`src/hdl/game_pkg.sv`:
```
`default_nettype none

package game_pkg;

    typedef logic [9:0]  coord_t;
    typedef logic [10:0] dist_t;        // manhattan distance, one bit above a coordinate
    typedef logic [2:0]  meteor_size_t;
    typedef logic [2:0]  hp_t;
    typedef logic [15:0] score_t;
    typedef logic [7:0]  points_t;
    typedef logic [7:0]  frame_count_t;

    typedef enum logic [1:0] {
        FACE_UP    = 2'd0,
        FACE_RIGHT = 2'd1,
        FACE_DOWN  = 2'd2,
        FACE_LEFT  = 2'd3
    } facing_t;

    typedef enum logic {
        STATE_PLAYING = 1'b0,
        STATE_OVER    = 1'b1
    } play_state_t;

    typedef struct packed {
        coord_t       x;
        coord_t       y;
        meteor_size_t size;
    } meteor_t;

    // one frame's worth of button request
    typedef struct packed {
        logic    move;
        facing_t dir;
        logic    fire;
    } move_cmd_t;

    localparam int     SCREEN_W        = 640;
    localparam int     SCREEN_H        = 480;
    localparam coord_t SHIP_SPEED      = 10'd2;
    localparam coord_t BULLET_SPEED    = 10'd10;
    localparam hp_t    SHIP_MAX_HP     = 3'd4;
    localparam coord_t SHIP_COLL_R     = 10'd10;
    localparam hp_t    METEOR_START_HP = 3'd3;

    // sizes of 4 and above share the largest radius
    function automatic coord_t meteor_radius(input meteor_size_t size);
        case (size)
            3'd0:    return 10'd4;
            3'd1:    return 10'd8;
            3'd2:    return 10'd12;
            3'd3:    return 10'd16;
            default: return 10'd20;
        endcase
    endfunction

    function automatic points_t meteor_points(input meteor_size_t size);
        case (size)
            3'd0:    return 8'd10;
            3'd1:    return 8'd20;
            3'd2:    return 8'd30;
            3'd3:    return 8'd40;
            default: return 8'd50;
        endcase
    endfunction

endpackage

`default_nettype wire

```
`src/hdl/input_decode.sv`:
```
`timescale 1ns/100ps
`default_nettype none

module input_decode (
    input  logic                clk,
    input  logic                reset_n,
    input  logic                frame_tick,
    input  logic                btn_up,
    input  logic                btn_down,
    input  logic                btn_left,
    input  logic                btn_right,
    input  logic                btn_fire,
    input  logic                btn_restart,
    input  logic                hull_depleted,
    output logic                play_tick,
    output logic                restart,
    output game_pkg::move_cmd_t cmd,
    output logic                game_over
);

    game_pkg::play_state_t state;

    assign play_tick = frame_tick && (state == game_pkg::STATE_PLAYING);
    assign restart   = frame_tick && (state == game_pkg::STATE_OVER) && btn_restart;
    assign game_over = (state == game_pkg::STATE_OVER);

    always_ff @(posedge clk or negedge reset_n) begin
        if (!reset_n) begin
            state <= game_pkg::STATE_PLAYING;
        end else if (frame_tick) begin
            case (state)
                game_pkg::STATE_PLAYING: begin
                    if (hull_depleted)
                        state <= game_pkg::STATE_OVER;
                end
                default: begin
                    if (restart)
                        state <= game_pkg::STATE_PLAYING;
                end
            endcase
        end
    end

    // up wins over down, down over right, right over left
    always_comb begin
        cmd.move = btn_up || btn_down || btn_right || btn_left;
        cmd.fire = btn_fire;
        cmd.dir  = game_pkg::FACE_UP;
        if (btn_down && !btn_up)
            cmd.dir = game_pkg::FACE_DOWN;
        else if (btn_right && !btn_up && !btn_down)
            cmd.dir = game_pkg::FACE_RIGHT;
        else if (btn_left && !btn_up && !btn_down && !btn_right)
            cmd.dir = game_pkg::FACE_LEFT;
    end

    // the hull can only run out on a frame that is being played
    assert property (@(posedge clk) disable iff (!reset_n) hull_depleted |-> play_tick)
        else $error("hull_depleted outside a playing frame");

endmodule

`default_nettype wire

```
`src/hdl/ship_bullet_motion.sv`:
```
`timescale 1ns/100ps
`default_nettype none

module ship_bullet_motion #(
    parameter int FIRE_COOLDOWN = 30
) (
    input  logic                clk,
    input  logic                reset_n,
    input  logic                frame_tick,
    input  logic                play_tick,
    input  logic                restart,
    input  game_pkg::move_cmd_t cmd,
    input  logic                bullet_hit,
    output game_pkg::coord_t    ship_x,
    output game_pkg::coord_t    ship_y,
    output game_pkg::facing_t   ship_facing,
    output game_pkg::coord_t    bullet_x,
    output game_pkg::coord_t    bullet_y,
    output logic                bullet_active
);

    localparam game_pkg::coord_t START_X = game_pkg::coord_t'(game_pkg::SCREEN_W / 2);
    localparam game_pkg::coord_t START_Y = game_pkg::coord_t'(game_pkg::SCREEN_H / 2);
    localparam game_pkg::coord_t MAX_X   = game_pkg::coord_t'(game_pkg::SCREEN_W - 1);
    localparam game_pkg::coord_t MAX_Y   = game_pkg::coord_t'(game_pkg::SCREEN_H - 1);

    game_pkg::frame_count_t cooldown;
    game_pkg::coord_t       ship_x_nxt;
    game_pkg::coord_t       ship_y_nxt;
    logic                   launch;

    // one step with clamping at the screen edges
    always_comb begin
        ship_x_nxt = ship_x;
        ship_y_nxt = ship_y;
        if (cmd.move) begin
            case (cmd.dir)
                game_pkg::FACE_UP:
                    ship_y_nxt = (ship_y > game_pkg::SHIP_SPEED) ?
                                 ship_y - game_pkg::SHIP_SPEED : '0;
                game_pkg::FACE_DOWN:
                    ship_y_nxt = (ship_y < MAX_Y - game_pkg::SHIP_SPEED) ?
                                 ship_y + game_pkg::SHIP_SPEED : MAX_Y;
                game_pkg::FACE_RIGHT:
                    ship_x_nxt = (ship_x < MAX_X - game_pkg::SHIP_SPEED) ?
                                 ship_x + game_pkg::SHIP_SPEED : MAX_X;
                default:
                    ship_x_nxt = (ship_x > game_pkg::SHIP_SPEED) ?
                                 ship_x - game_pkg::SHIP_SPEED : '0;
            endcase
        end
    end

    assign launch = cmd.fire && !bullet_active && (cooldown == '0);

    always_ff @(posedge clk or negedge reset_n) begin
        if (!reset_n) begin
            ship_x        <= START_X;
            ship_y        <= START_Y;
            ship_facing   <= game_pkg::FACE_UP;
            bullet_x      <= '0;
            bullet_y      <= '0;
            bullet_active <= 1'b0;
            cooldown      <= '0;
        end else if (restart) begin
            ship_x        <= START_X;
            ship_y        <= START_Y;
            ship_facing   <= game_pkg::FACE_UP;
            bullet_x      <= '0;
            bullet_y      <= '0;
            bullet_active <= 1'b0;
            cooldown      <= '0;
        end else if (frame_tick) begin
            if (cooldown != '0)
                cooldown <= cooldown - 1'b1;   // keeps running after game over too
            if (play_tick) begin
                ship_x <= ship_x_nxt;
                ship_y <= ship_y_nxt;
                if (cmd.move)
                    ship_facing <= cmd.dir;
                if (launch) begin
                    bullet_active <= 1'b1;
                    bullet_x      <= ship_x;   // launched from where the ship was
                    bullet_y      <= ship_y;
                    cooldown      <= game_pkg::frame_count_t'(FIRE_COOLDOWN);
                end else if (bullet_active) begin
                    if (bullet_y > game_pkg::BULLET_SPEED) begin
                        bullet_y <= bullet_y - game_pkg::BULLET_SPEED;
                    end else begin
                        bullet_y      <= '0;
                        bullet_active <= 1'b0;
                    end
                    if (bullet_hit)
                        bullet_active <= 1'b0;
                end
            end
        end
    end

    // no new bullet appears while the cooldown is still running
    assert property (@(posedge clk) disable iff (!reset_n)
        play_tick && !bullet_active && (cooldown != '0) |=> !bullet_active)
        else $error("bullet launched during fire cooldown");

endmodule

`default_nettype wire

```
`src/hdl/meteor_hit_check.sv`:
```
`timescale 1ns/100ps
`default_nettype none

module meteor_hit_check #(
    parameter int NUM_METEORS = 5
) (
    input  logic                   clk,
    input  logic                   reset_n,
    input  logic                   play_tick,
    input  logic                   restart,
    input  game_pkg::meteor_t      meteors [NUM_METEORS],
    input  game_pkg::coord_t       ship_x,
    input  game_pkg::coord_t       ship_y,
    input  game_pkg::coord_t       bullet_x,
    input  game_pkg::coord_t       bullet_y,
    input  logic                   bullet_active,
    output logic [NUM_METEORS-1:0] meteor_alive,
    output logic                   bullet_hit,
    output logic                   ship_contact,
    output game_pkg::points_t      kill_points
);

    game_pkg::hp_t          health [NUM_METEORS];
    logic [NUM_METEORS-1:0] hit_vec;
    logic [NUM_METEORS-1:0] hit_sel;
    logic [NUM_METEORS-1:0] contact_vec;

    function automatic game_pkg::coord_t abs_diff(input game_pkg::coord_t a,
                                                  input game_pkg::coord_t b);
        return (a > b) ? a - b : b - a;
    endfunction

    for (genvar i = 0; i < NUM_METEORS; i++) begin : g_meteor
        game_pkg::coord_t radius;
        game_pkg::dist_t  bullet_dist;
        game_pkg::dist_t  ship_dist;
        game_pkg::dist_t  contact_r;

        assign radius      = game_pkg::meteor_radius(meteors[i].size);
        assign bullet_dist = {1'b0, abs_diff(bullet_x, meteors[i].x)} +
                             {1'b0, abs_diff(bullet_y, meteors[i].y)};
        assign ship_dist   = {1'b0, abs_diff(ship_x, meteors[i].x)} +
                             {1'b0, abs_diff(ship_y, meteors[i].y)};
        assign contact_r   = {1'b0, game_pkg::SHIP_COLL_R} + {1'b0, radius};

        assign hit_vec[i]     = bullet_active && meteor_alive[i] &&
                                (bullet_dist <= {1'b0, radius});
        assign contact_vec[i] = meteor_alive[i] && (ship_dist <= contact_r);

        always_ff @(posedge clk or negedge reset_n) begin
            if (!reset_n) begin
                health[i]       <= game_pkg::METEOR_START_HP;
                meteor_alive[i] <= 1'b1;
            end else if (restart) begin
                health[i]       <= game_pkg::METEOR_START_HP;
                meteor_alive[i] <= 1'b1;
            end else if (play_tick && hit_sel[i]) begin
                health[i] <= health[i] - 1'b1;
                if (health[i] == game_pkg::hp_t'(1))
                    meteor_alive[i] <= 1'b0;
            end
        end

        // a meteor dies exactly when its last hit point is gone, and takes no hit after that
        assert property (@(posedge clk) disable iff (!reset_n)
            !meteor_alive[i] |-> (health[i] == '0))
            else $error("dead meteor %0d still has hit points", i);
    end

    // only the lowest numbered overlapping meteor takes the hit
    assign hit_sel      = hit_vec & (~hit_vec + 1'b1);
    assign bullet_hit   = |hit_vec;
    assign ship_contact = |contact_vec;

    always_comb begin
        kill_points = '0;
        for (int i = 0; i < NUM_METEORS; i++) begin
            if (hit_sel[i] && (health[i] == game_pkg::hp_t'(1)))
                kill_points = game_pkg::meteor_points(meteors[i].size);
        end
    end

endmodule

`default_nettype wire

```
`src/hdl/score_health_tracker.sv`:
```
`timescale 1ns/100ps
`default_nettype none

module score_health_tracker #(
    parameter int INVINC_FRAMES = 60
) (
    input  logic              clk,
    input  logic              reset_n,
    input  logic              frame_tick,
    input  logic              play_tick,
    input  logic              restart,
    input  game_pkg::points_t kill_points,
    input  logic              ship_contact,
    output game_pkg::score_t  score,
    output game_pkg::hp_t     ship_hp,
    output logic              hull_depleted
);

    game_pkg::frame_count_t invinc_timer;
    logic                   take_hit;

    // contact only counts once the invincibility window has run out
    assign take_hit = play_tick && ship_contact && (invinc_timer == '0) && (ship_hp != '0);

    assign hull_depleted = take_hit && (ship_hp == game_pkg::hp_t'(1));

    always_ff @(posedge clk or negedge reset_n) begin
        if (!reset_n) begin
            score        <= '0;
            ship_hp      <= game_pkg::SHIP_MAX_HP;
            invinc_timer <= '0;
        end else if (restart) begin
            score        <= '0;
            ship_hp      <= game_pkg::SHIP_MAX_HP;
            invinc_timer <= '0;
        end else if (frame_tick) begin
            if (invinc_timer != '0)
                invinc_timer <= invinc_timer - 1'b1;
            if (play_tick)
                score <= score + game_pkg::score_t'(kill_points);
            if (take_hit) begin
                ship_hp      <= ship_hp - 1'b1;
                invinc_timer <= game_pkg::frame_count_t'(INVINC_FRAMES);
            end
        end
    end

    assert property (@(posedge clk) disable iff (!reset_n)
        ship_hp <= game_pkg::SHIP_MAX_HP)
        else $error("ship_hp above its maximum");

    // the frame that takes the last point leaves the hull empty
    assert property (@(posedge clk) disable iff (!reset_n)
        hull_depleted |=> (ship_hp == '0))
        else $error("hull_depleted without ship_hp reaching zero");

endmodule

`default_nettype wire

```
`src/hdl/game_core.sv`:
```
`timescale 1ns/100ps
`default_nettype none

module game_core #(
    parameter int NUM_METEORS   = 5,
    parameter int FIRE_COOLDOWN = 30,
    parameter int INVINC_FRAMES = 60
) (
    input  logic                   clk,
    input  logic                   reset_n,
    input  logic                   frame_tick,
    input  logic                   btn_up,
    input  logic                   btn_down,
    input  logic                   btn_left,
    input  logic                   btn_right,
    input  logic                   btn_fire,
    input  logic                   btn_restart,
    input  game_pkg::meteor_t      meteors [NUM_METEORS],
    output game_pkg::coord_t       ship_x,
    output game_pkg::coord_t       ship_y,
    output game_pkg::facing_t      ship_facing,
    output game_pkg::coord_t       bullet_x,
    output game_pkg::coord_t       bullet_y,
    output logic                   bullet_active,
    output logic [NUM_METEORS-1:0] meteor_alive,
    output game_pkg::score_t       score,
    output game_pkg::hp_t          ship_hp,
    output logic                   game_over
);

    logic                play_tick;
    logic                restart;
    game_pkg::move_cmd_t cmd;
    logic                hull_depleted;
    logic                bullet_hit;
    logic                ship_contact;
    game_pkg::points_t   kill_points;

    input_decode input_decode_inst (
        .clk           (clk),
        .reset_n       (reset_n),
        .frame_tick    (frame_tick),
        .btn_up        (btn_up),
        .btn_down      (btn_down),
        .btn_left      (btn_left),
        .btn_right     (btn_right),
        .btn_fire      (btn_fire),
        .btn_restart   (btn_restart),
        .hull_depleted (hull_depleted),
        .play_tick     (play_tick),
        .restart       (restart),
        .cmd           (cmd),
        .game_over     (game_over)
    );

    ship_bullet_motion #(
        .FIRE_COOLDOWN (FIRE_COOLDOWN)
    ) ship_bullet_motion_inst (
        .clk           (clk),
        .reset_n       (reset_n),
        .frame_tick    (frame_tick),
        .play_tick     (play_tick),
        .restart       (restart),
        .cmd           (cmd),
        .bullet_hit    (bullet_hit),
        .ship_x        (ship_x),
        .ship_y        (ship_y),
        .ship_facing   (ship_facing),
        .bullet_x      (bullet_x),
        .bullet_y      (bullet_y),
        .bullet_active (bullet_active)
    );

    meteor_hit_check #(
        .NUM_METEORS (NUM_METEORS)
    ) meteor_hit_check_inst (
        .clk           (clk),
        .reset_n       (reset_n),
        .play_tick     (play_tick),
        .restart       (restart),
        .meteors       (meteors),
        .ship_x        (ship_x),
        .ship_y        (ship_y),
        .bullet_x      (bullet_x),
        .bullet_y      (bullet_y),
        .bullet_active (bullet_active),
        .meteor_alive  (meteor_alive),
        .bullet_hit    (bullet_hit),
        .ship_contact  (ship_contact),
        .kill_points   (kill_points)
    );

    score_health_tracker #(
        .INVINC_FRAMES (INVINC_FRAMES)
    ) score_health_tracker_inst (
        .clk           (clk),
        .reset_n       (reset_n),
        .frame_tick    (frame_tick),
        .play_tick     (play_tick),
        .restart       (restart),
        .kill_points   (kill_points),
        .ship_contact  (ship_contact),
        .score         (score),
        .ship_hp       (ship_hp),
        .hull_depleted (hull_depleted)
    );

endmodule

`default_nettype wire

```
`config.mk`:
```
export PLATFORM = sky130hd
export DESIGN_NAME = game_core
export DESIGN_NICKNAME = d
export VERILOG_FILES = /design/src/hdl/game_pkg.sv /design/src/hdl/input_decode.sv /design/src/hdl/ship_bullet_motion.sv /design/src/hdl/meteor_hit_check.sv /design/src/hdl/score_health_tracker.sv /design/src/hdl/game_core.sv
export SDC_FILE = /design/constraint.sdc
export NUM_CORES = 1
export LEC_CHECK = 0
export BUFFER_PORTS_ARGS = -buffer_cell sky130_fd_sc_hd__buf_4
export CORE_ASPECT_RATIO = 0.9
export CORE_UTILIZATION = 60
export DETAILED_ROUTE_END_ITERATION = 16
export HOLD_SLACK_MARGIN = 0.12
export PLACE_DENSITY = 0.78
export SLEW_MARGIN = 10
export SYNTH_ARGS = -nofsm -noshare
export SYNTH_HDL_FRONTEND = slang
export SYNTH_HIERARCHICAL = 1
export SYNTH_SLANG_ARGS = --single-unit
```
`constraint.sdc`:
```
create_clock -name clk -period 17.2 [get_ports clk]
set_input_delay 3.44 -clock clk [delete_from_list [all_inputs] [get_ports clk]]
set_output_delay 3.44 -clock clk [all_outputs]
set_load 0.02 [all_outputs]
```
### After elaboration in Yosys (flattened, before gate mapping)

Index checks and enable logic that the tools add are counted.

* word-level logic and storage cells: 361
* output and inout port bits: 68
* input bits: 124
* register bits: 99

* multiplexer cells: 116
* reductions and logical operators: 92
* $add $sub $neg: 70
* eq/ne operators: 24
* bitwise operators: 3
* magnitude comparators: 35

Operators by type and width (number)
* $mux W10: 42
* $sub A10 B10 Y10: 40
* $gt A10 B10 Y1: 20
* $pmux W6 S4: 5
* $mux W8: 14
* $add A10 B10 Y11: 10
* $pmux W5 S4: 5
* $le A11 B11 Y1: 5
* $le A11 B5 Y1: 5
* $mux W16: 3
* $logic_and A1 B1 Y1: 40
* $pmux W10 S2: 2
* $mux W3: 13
* $eq A3 B1 Y1 const B: 11
* $add A4 B5 Y6 const A: 5
* $eq A3 B2 Y1 const B: 10
* $reduce_bool A2 Y1: 15
* $mux W1: 25
* $add A10 B2 Y10 const B: 2
* $gt A10 B2 Y1 const B: 2
* $sub A10 B2 Y10 const B: 2
* $sub A3 B1 Y3 const B: 6
* $add A16 B8 Y16: 1
* $logic_not A8 Y1: 2
* 24 further kinds: 55

### Logic depth before layout (Yosys ltp)

* depth after elaboration: 18
* gate-level depth with buffers: 33

### Hierarchy

The synthesis kept the hierarchy.

Modules (own cells, without submodules)
* meteor_hit_check: times used 1, cells each 2816, area an instance 21993.6 um^2
* ship_bullet_motion: times used 1, cells each 397, area an instance 3445.8 um^2
* score_health_tracker: times used 1, cells each 191, area an instance 1714.1 um^2
* input_decode: times used 1, cells each 13, area an instance 97.6 um^2

### Worst setup path after synthesis

Ideal clock, no wire load.

* kind: input to register
* start: input port meteors[64] (netlist name)
* end: register score_health_tracker_inst.score[6]
* setup time: 0.069 ns
* path slack: 7.394 ns
* arrival: 9.736 ns
* stages on the path: 28
* cell sequence: inv_1 -> ha_1 -> clkbuf_1 -> nand3_1 -> o211a_1 -> a211o_1 -> nand2_1 -> buf_1 -> mux2_2 -> fa_1 -> a21o_1 -> a21oi_1 -> xnor2_1 -> ha_1 -> o21a_1 -> o21ai_0 -> nand3_1 -> nor3_1 -> nor4b_2 -> a222oi_1 -> o211ai_1 -> inv_1 -> fa_1 -> nand2b_1 -> a21oi_1 -> a31oi_1 -> or4_1 -> nand3_1

* word-level cells in the longest chain between the ends: 16
* elaborated cells between the ends (all ways): 20

RTL lines
* start, declared: RTL line game_core.sv:18 `input game_pkg::meteor_t meteors [NUM_METEORS],`
* $sub A10 B10 Y10 or $gt A10 B10 Y1 (tied branches): RTL line meteor_hit_check.sv:30 `return (a > b) ? a - b : b - a;`
* $mux W10 *: RTL line meteor_hit_check.sv:30
* $add A10 B10 Y11 *: RTL line meteor_hit_check.sv:40 `assign bullet_dist = {1'b0, abs_diff(bullet_x, meteors[i].x)} +`
* $le A11 B5 Y1 *: RTL line meteor_hit_check.sv:47 `(bullet_dist <= {1'b0, radius});`
* $logic_and A1 B1 Y1 *: RTL line meteor_hit_check.sv:46 `assign hit_vec[i] = bullet_active && meteor_alive[i] &&`
* $not A5 Y5: RTL line meteor_hit_check.sv:71 `assign hit_sel = hit_vec & (~hit_vec + 1'b1);`
* $add A5 B1 Y5: RTL line meteor_hit_check.sv:71
* $and A5 B5 Y5 *: RTL line meteor_hit_check.sv:71
* $logic_and A1 B1 Y1: RTL line meteor_hit_check.sv:78 `if (hit_sel[i] && (health[i] == game_pkg::hp_t'(1)))`
* $mux W8 (2 in series): RTL line meteor_hit_check.sv:78
* $mux W8 *: RTL line meteor_hit_check.sv:78
* net kill_points[1]: RTL line game_core.sv:37 `game_pkg::points_t kill_points;`
* $add A16 B8 Y16 *: RTL line score_health_tracker.sv:40 `score <= score + game_pkg::score_t'(kill_points);`
* $mux W16 *: RTL line score_health_tracker.sv:39 `if (play_tick)`
* $mux W16 *: RTL line score_health_tracker.sv:36 `end else if (frame_tick) begin`
* $mux W16 *: RTL line score_health_tracker.sv:32 `end else if (restart) begin`
* end signal, assigned: RTL line score_health_tracker.sv:40
* end, declared: RTL line score_health_tracker.sv:14 `output game_pkg::score_t score,`

Mark *: on every way through the listed nets, which the timed path passes. The rest lies on a longest branch. The select of a mux whose other input is x is not followed.
A chain may end at the register's enable or synchronous reset.

### Worst setup path in the final report

* start: input port meteors[99] (netlist name)
* end: register score_health_tracker_inst.score[11]

* word-level cells in the longest chain between the ends: 18
* elaborated cells between the ends (all ways): 24

RTL lines (RTL line)
* $sub A10 B10 Y10 or $gt A10 B10 Y1 (tied branches): meteor_hit_check.sv:30
* $mux W10 *: meteor_hit_check.sv:30
* $add A10 B10 Y11 *: meteor_hit_check.sv:40
* $le A11 B5 Y1 *: meteor_hit_check.sv:47
* $logic_and A1 B1 Y1 *: meteor_hit_check.sv:46
* $not A5 Y5: meteor_hit_check.sv:71
* $add A5 B1 Y5: meteor_hit_check.sv:71
* $and A5 B5 Y5 *: meteor_hit_check.sv:71
* $logic_and A1 B1 Y1: meteor_hit_check.sv:78
* $mux W8 (4 in series): meteor_hit_check.sv:78
* $mux W8 *: meteor_hit_check.sv:78
* net kill_points[1]: game_core.sv:37
* $add A16 B8 Y16 *: score_health_tracker.sv:40
* $mux W16 *: score_health_tracker.sv:39
* $mux W16 *: score_health_tracker.sv:36
* $mux W16 *: score_health_tracker.sv:32

Marked as above.

==> flow_summary_export.csv <==
group,metric,value,unit
setup_path,critPathTopFamily,"simple AND/OR/NAND/NOR gates",
route,vias_per_cell,6.71,
sta,rsz0062_at_grt,"false",
die,die_area,46300,um2
clock_tree,worstSkewPairLatency,380,ps
clock_tree,hold_buffers,0,
global_route,antenna_found_initial,2,
clock_tree,htreeDepth,3,
global_route,grt.total_usage,41.8,%
sta,min_period_over_period,64.8,%
global_route,grt_overflow_total,0,
clock_tree,clock_sinks,99,
power_and_ir_drop,p_total,0.00652,W
global_route,grt.met2_usage,66.9,%
place,dpl.hpwl,79.0,mm
place,gp_congestion,1.02,
die,initial_core_util,61.3,%
clock_tree,clk_path_buf_depth,2,
logic_synthesis,synthSimpleGateAreaFrac,16.1,%
route,wl_per_cell,23.6,um
power_and_ir_drop,leakagePower,14.3,nW
global_route,top_usage_layer,"met2",
sta,setup_violations,0,
global_route,first_global_vias,27000,
clock_tree,numCtsBuffers,9,
power_and_ir_drop,peakVddDrop,127,uV
setup_path,cp.required,17430,ps
clock_tree,path_clk_slew,80,ps
die,fp-row-count,73,
logic_synthesis,ys_types,114,
final_layout,final_nets,4284,
sta,final_hold_viol_count,0,
die,die_y,204,um
place,post_dp_cell_area,29300,um2
sta,setup_ws,6050,ps
logic_synthesis,synth_mux_area_share,7.07,%
power_and_ir_drop,power_density,221,nW/um2
sta,maxSlewHeadroom,14.9,%
route,vias,27900,
clock_tree,cts_resized,0,
logic_synthesis,synth_compound_area_share,25.1,%
die,core_area,44500,um2
setup_path,cp_common_cell,"ha_1",
route,dr.pass1.iters,6,
min_path,hp-class,"reg -> reg",
route,ant_nets,0,
place,place_ws,6050,ps
route,drt-total-wl,98.2,mm
global_route,grt_max_degree,82,
sta,maxSlewViolCount,0,
final_layout,fin_area,29600,um2
final_layout,drive_gt1_share,10.4,%
logic_synthesis,synth_top_family_by_area,"adder cells",
sta,fin_crit,11150,ps
final_layout,fillers,3889,
setup_path,cp_max_fo,9,
logic_synthesis,avgSynthCellArea,7.98,um2
logic_synthesis,syn_inst,3417,
sta,max_freq,89.7,MHz
setup_path,path_class,"in -> reg",
die,pin_count,192,
run,cap_viol_max_count,0,
logic_synthesis,netlist_top_cells_count,"ha_1, inv_1, a21oi_1",
logic_synthesis,synth.most_common_cell,"ha_1",
place,io_buffers,191,
logic_synthesis,synth-edff-count,0,
clock_tree,postCtsSetupBuffers,0,
final_layout,area_growth,8.46,%
setup_path,cpMaxStageDelayCell,"nor4_1",
sta,fin_skew,13.9,ps
global_route,grtUsageMet3,6.47,%
global_route,use_met1,52.3,%
setup_path,cp.arrival,11380,ps
logic_synthesis,ys_top_cells_by_area,"ha_1, dfrtp_1, inv_1",
route,drt-initial-drc-count,3091,
logic_synthesis,synth_ff_type,"dfrtp_1",
logic_synthesis,yosysWarningCount,6,
logic_synthesis,syn_area,27300,um2
sta,tightest_slew,1270,ps
clock_tree,cts-root-buf,"clkbuf_16",
sta,fin_tns_setup,0,ps
logic_synthesis,synth_top_area_share,25.3,%
logic_synthesis,synth_seq_area_share,9.19,%
setup_path,critical_path.max_stage_delay,850,ps
clock_tree,cts_tree,"done",
global_route,grt_pass1_wl,149,mm
logic_synthesis,synthXorXnorAreaFrac,6.59,%
logic_synthesis,synth_seq_cells,99,
setup_path,path_buf_inv,2,
logic_synthesis,yosysTopAreaCell,"ha_1",
route,drc_errors,0,
setup_path,cp-start-kind,"primary input",
status,status,"finished, final reports clean",
setup_path,setup.worst_path.end_class,"flip-flop",
logic_synthesis,synth_fa_ha_area_share,29.0,%
logic_synthesis,synthArstFlopShare,100,%
die,die_w,227,um
==> area by class of cell <==
cell class              instances  area, um2  area share, %
multi-input cells            2837      22900           77.4
clock inverters                 6       56.3          0.191
well taps                     600        751           2.54
inverters                     389       1460           4.94
repair buffers                223       1670           5.66
diodes                          1       2.50        0.00847
clock buffers                   9        225          0.762
flip-flops and latches         99       2500           8.48
==> path summary, 6_finish.rpt <==
check | from | end | slack (ps) | cells after the start
setup / recovery | meteors[99] | score_health_tracker_inst/score[11] | 6050 | 27
hold / removal | ship_bullet_motion_inst/ship_facing[0] | ship_bullet_motion_inst/ship_facing[0] | 540 | 2
setup reg to reg | ship_bullet_motion_inst/bullet_x[0] | score_health_tracker_inst/score[11] | 8140 | 29
hold reg to reg | ship_bullet_motion_inst/ship_facing[0] | ship_bullet_motion_inst/ship_facing[0] | 540 | 2
max in group asynchronous | reset_n | ship_bullet_motion_inst/bullet_x[6] | 12930 | 2
min in group asynchronous | reset_n | input_decode_inst/game_over | 3050 | 1
==> sequential cells by signal (all words and copies together), names as in the netlist, 5 cells and up <==
signal / cells
meteor_hit_check_inst/health: 15
meteor_hit_check_inst/meteor_alive: 5
score_health_tracker_inst/invinc_timer: 8
score_health_tracker_inst/score: 16
ship_bullet_motion_inst/bullet_x: 10
ship_bullet_motion_inst/bullet_y: 10
ship_bullet_motion_inst/cooldown: 8
ship_bullet_motion_inst/ship_x: 10
ship_bullet_motion_inst/ship_y: 10
==> layout by cell type (no fill, tap or decap), types with 45 or more instances in the layout <==
cell type,synthesis,layout
a21oi_1,275,275
mux2i_1,129,129
fa_1,51,51
a21o_1,104,104
inv_1,389,389
xor2_1,68,68
ha_1,550,550
o21ai_0,168,167
nor2b_1,56,56
xnor2_1,137,137
nor3_1,56,56
nand2_1,189,189
nand3_1,78,78
mux2_2,55,55
nor2_1,170,170
dfrtp_1,77,77
a211oi_1,49,49
buf_4,4,223
nand2b_1,45,45
==> through the flow <==
step,hold WS (ps),utilization (%),cells
finish,536,66.4,4164
floorplan,446,-,3419
CTS,539,66.4,4163
global route,555,66.4,4163
global placement,472,65.8,4148
detailed placement,488,65.8,4148
==> layer usage <==
layer	up-vias	wire length [um]
li1	12700	-
met3	383	9270
met5	-	18
met1	13300	38500
met2	1601	43900
met4	2	6520
==> worst register-to-register path, delay by kind of cell (launching register included) <==
family                   cells  cell delay [ps]
AO/OA/AOI/OAI               14             3970
XOR/XNOR                     1              270
adder cells (fa/ha/maj)      5             1530
buffers and inverters        2              600
flip-flops                   1              640
multiplexers                 1              390
AND/OR/NAND/NOR              6             1500
==> power breakdown <==
group	total, W	switching [W]	internal [W]
clock	0.000213	0.000112	0.000101
sequential	0.000493	0.000197	0.000296
combinational	0.00582	0.00342	0.00240
total	0.00652	0.00373	0.00279
==> cell families (layout without fill, tap and decap cells) <==
logic type                 count (synthesis)  after routing
adders and majority gates                601            601
muxes                                    185            185
other                                      1              4
xor gates and xnor gates                 205            205
and+or+nand+nor                          828            828
DFF                                       99             99
AOI/OAI and AO/OA                       1015           1015
buffers and inverters                    483            627
(Power assumes the default switching activity.)
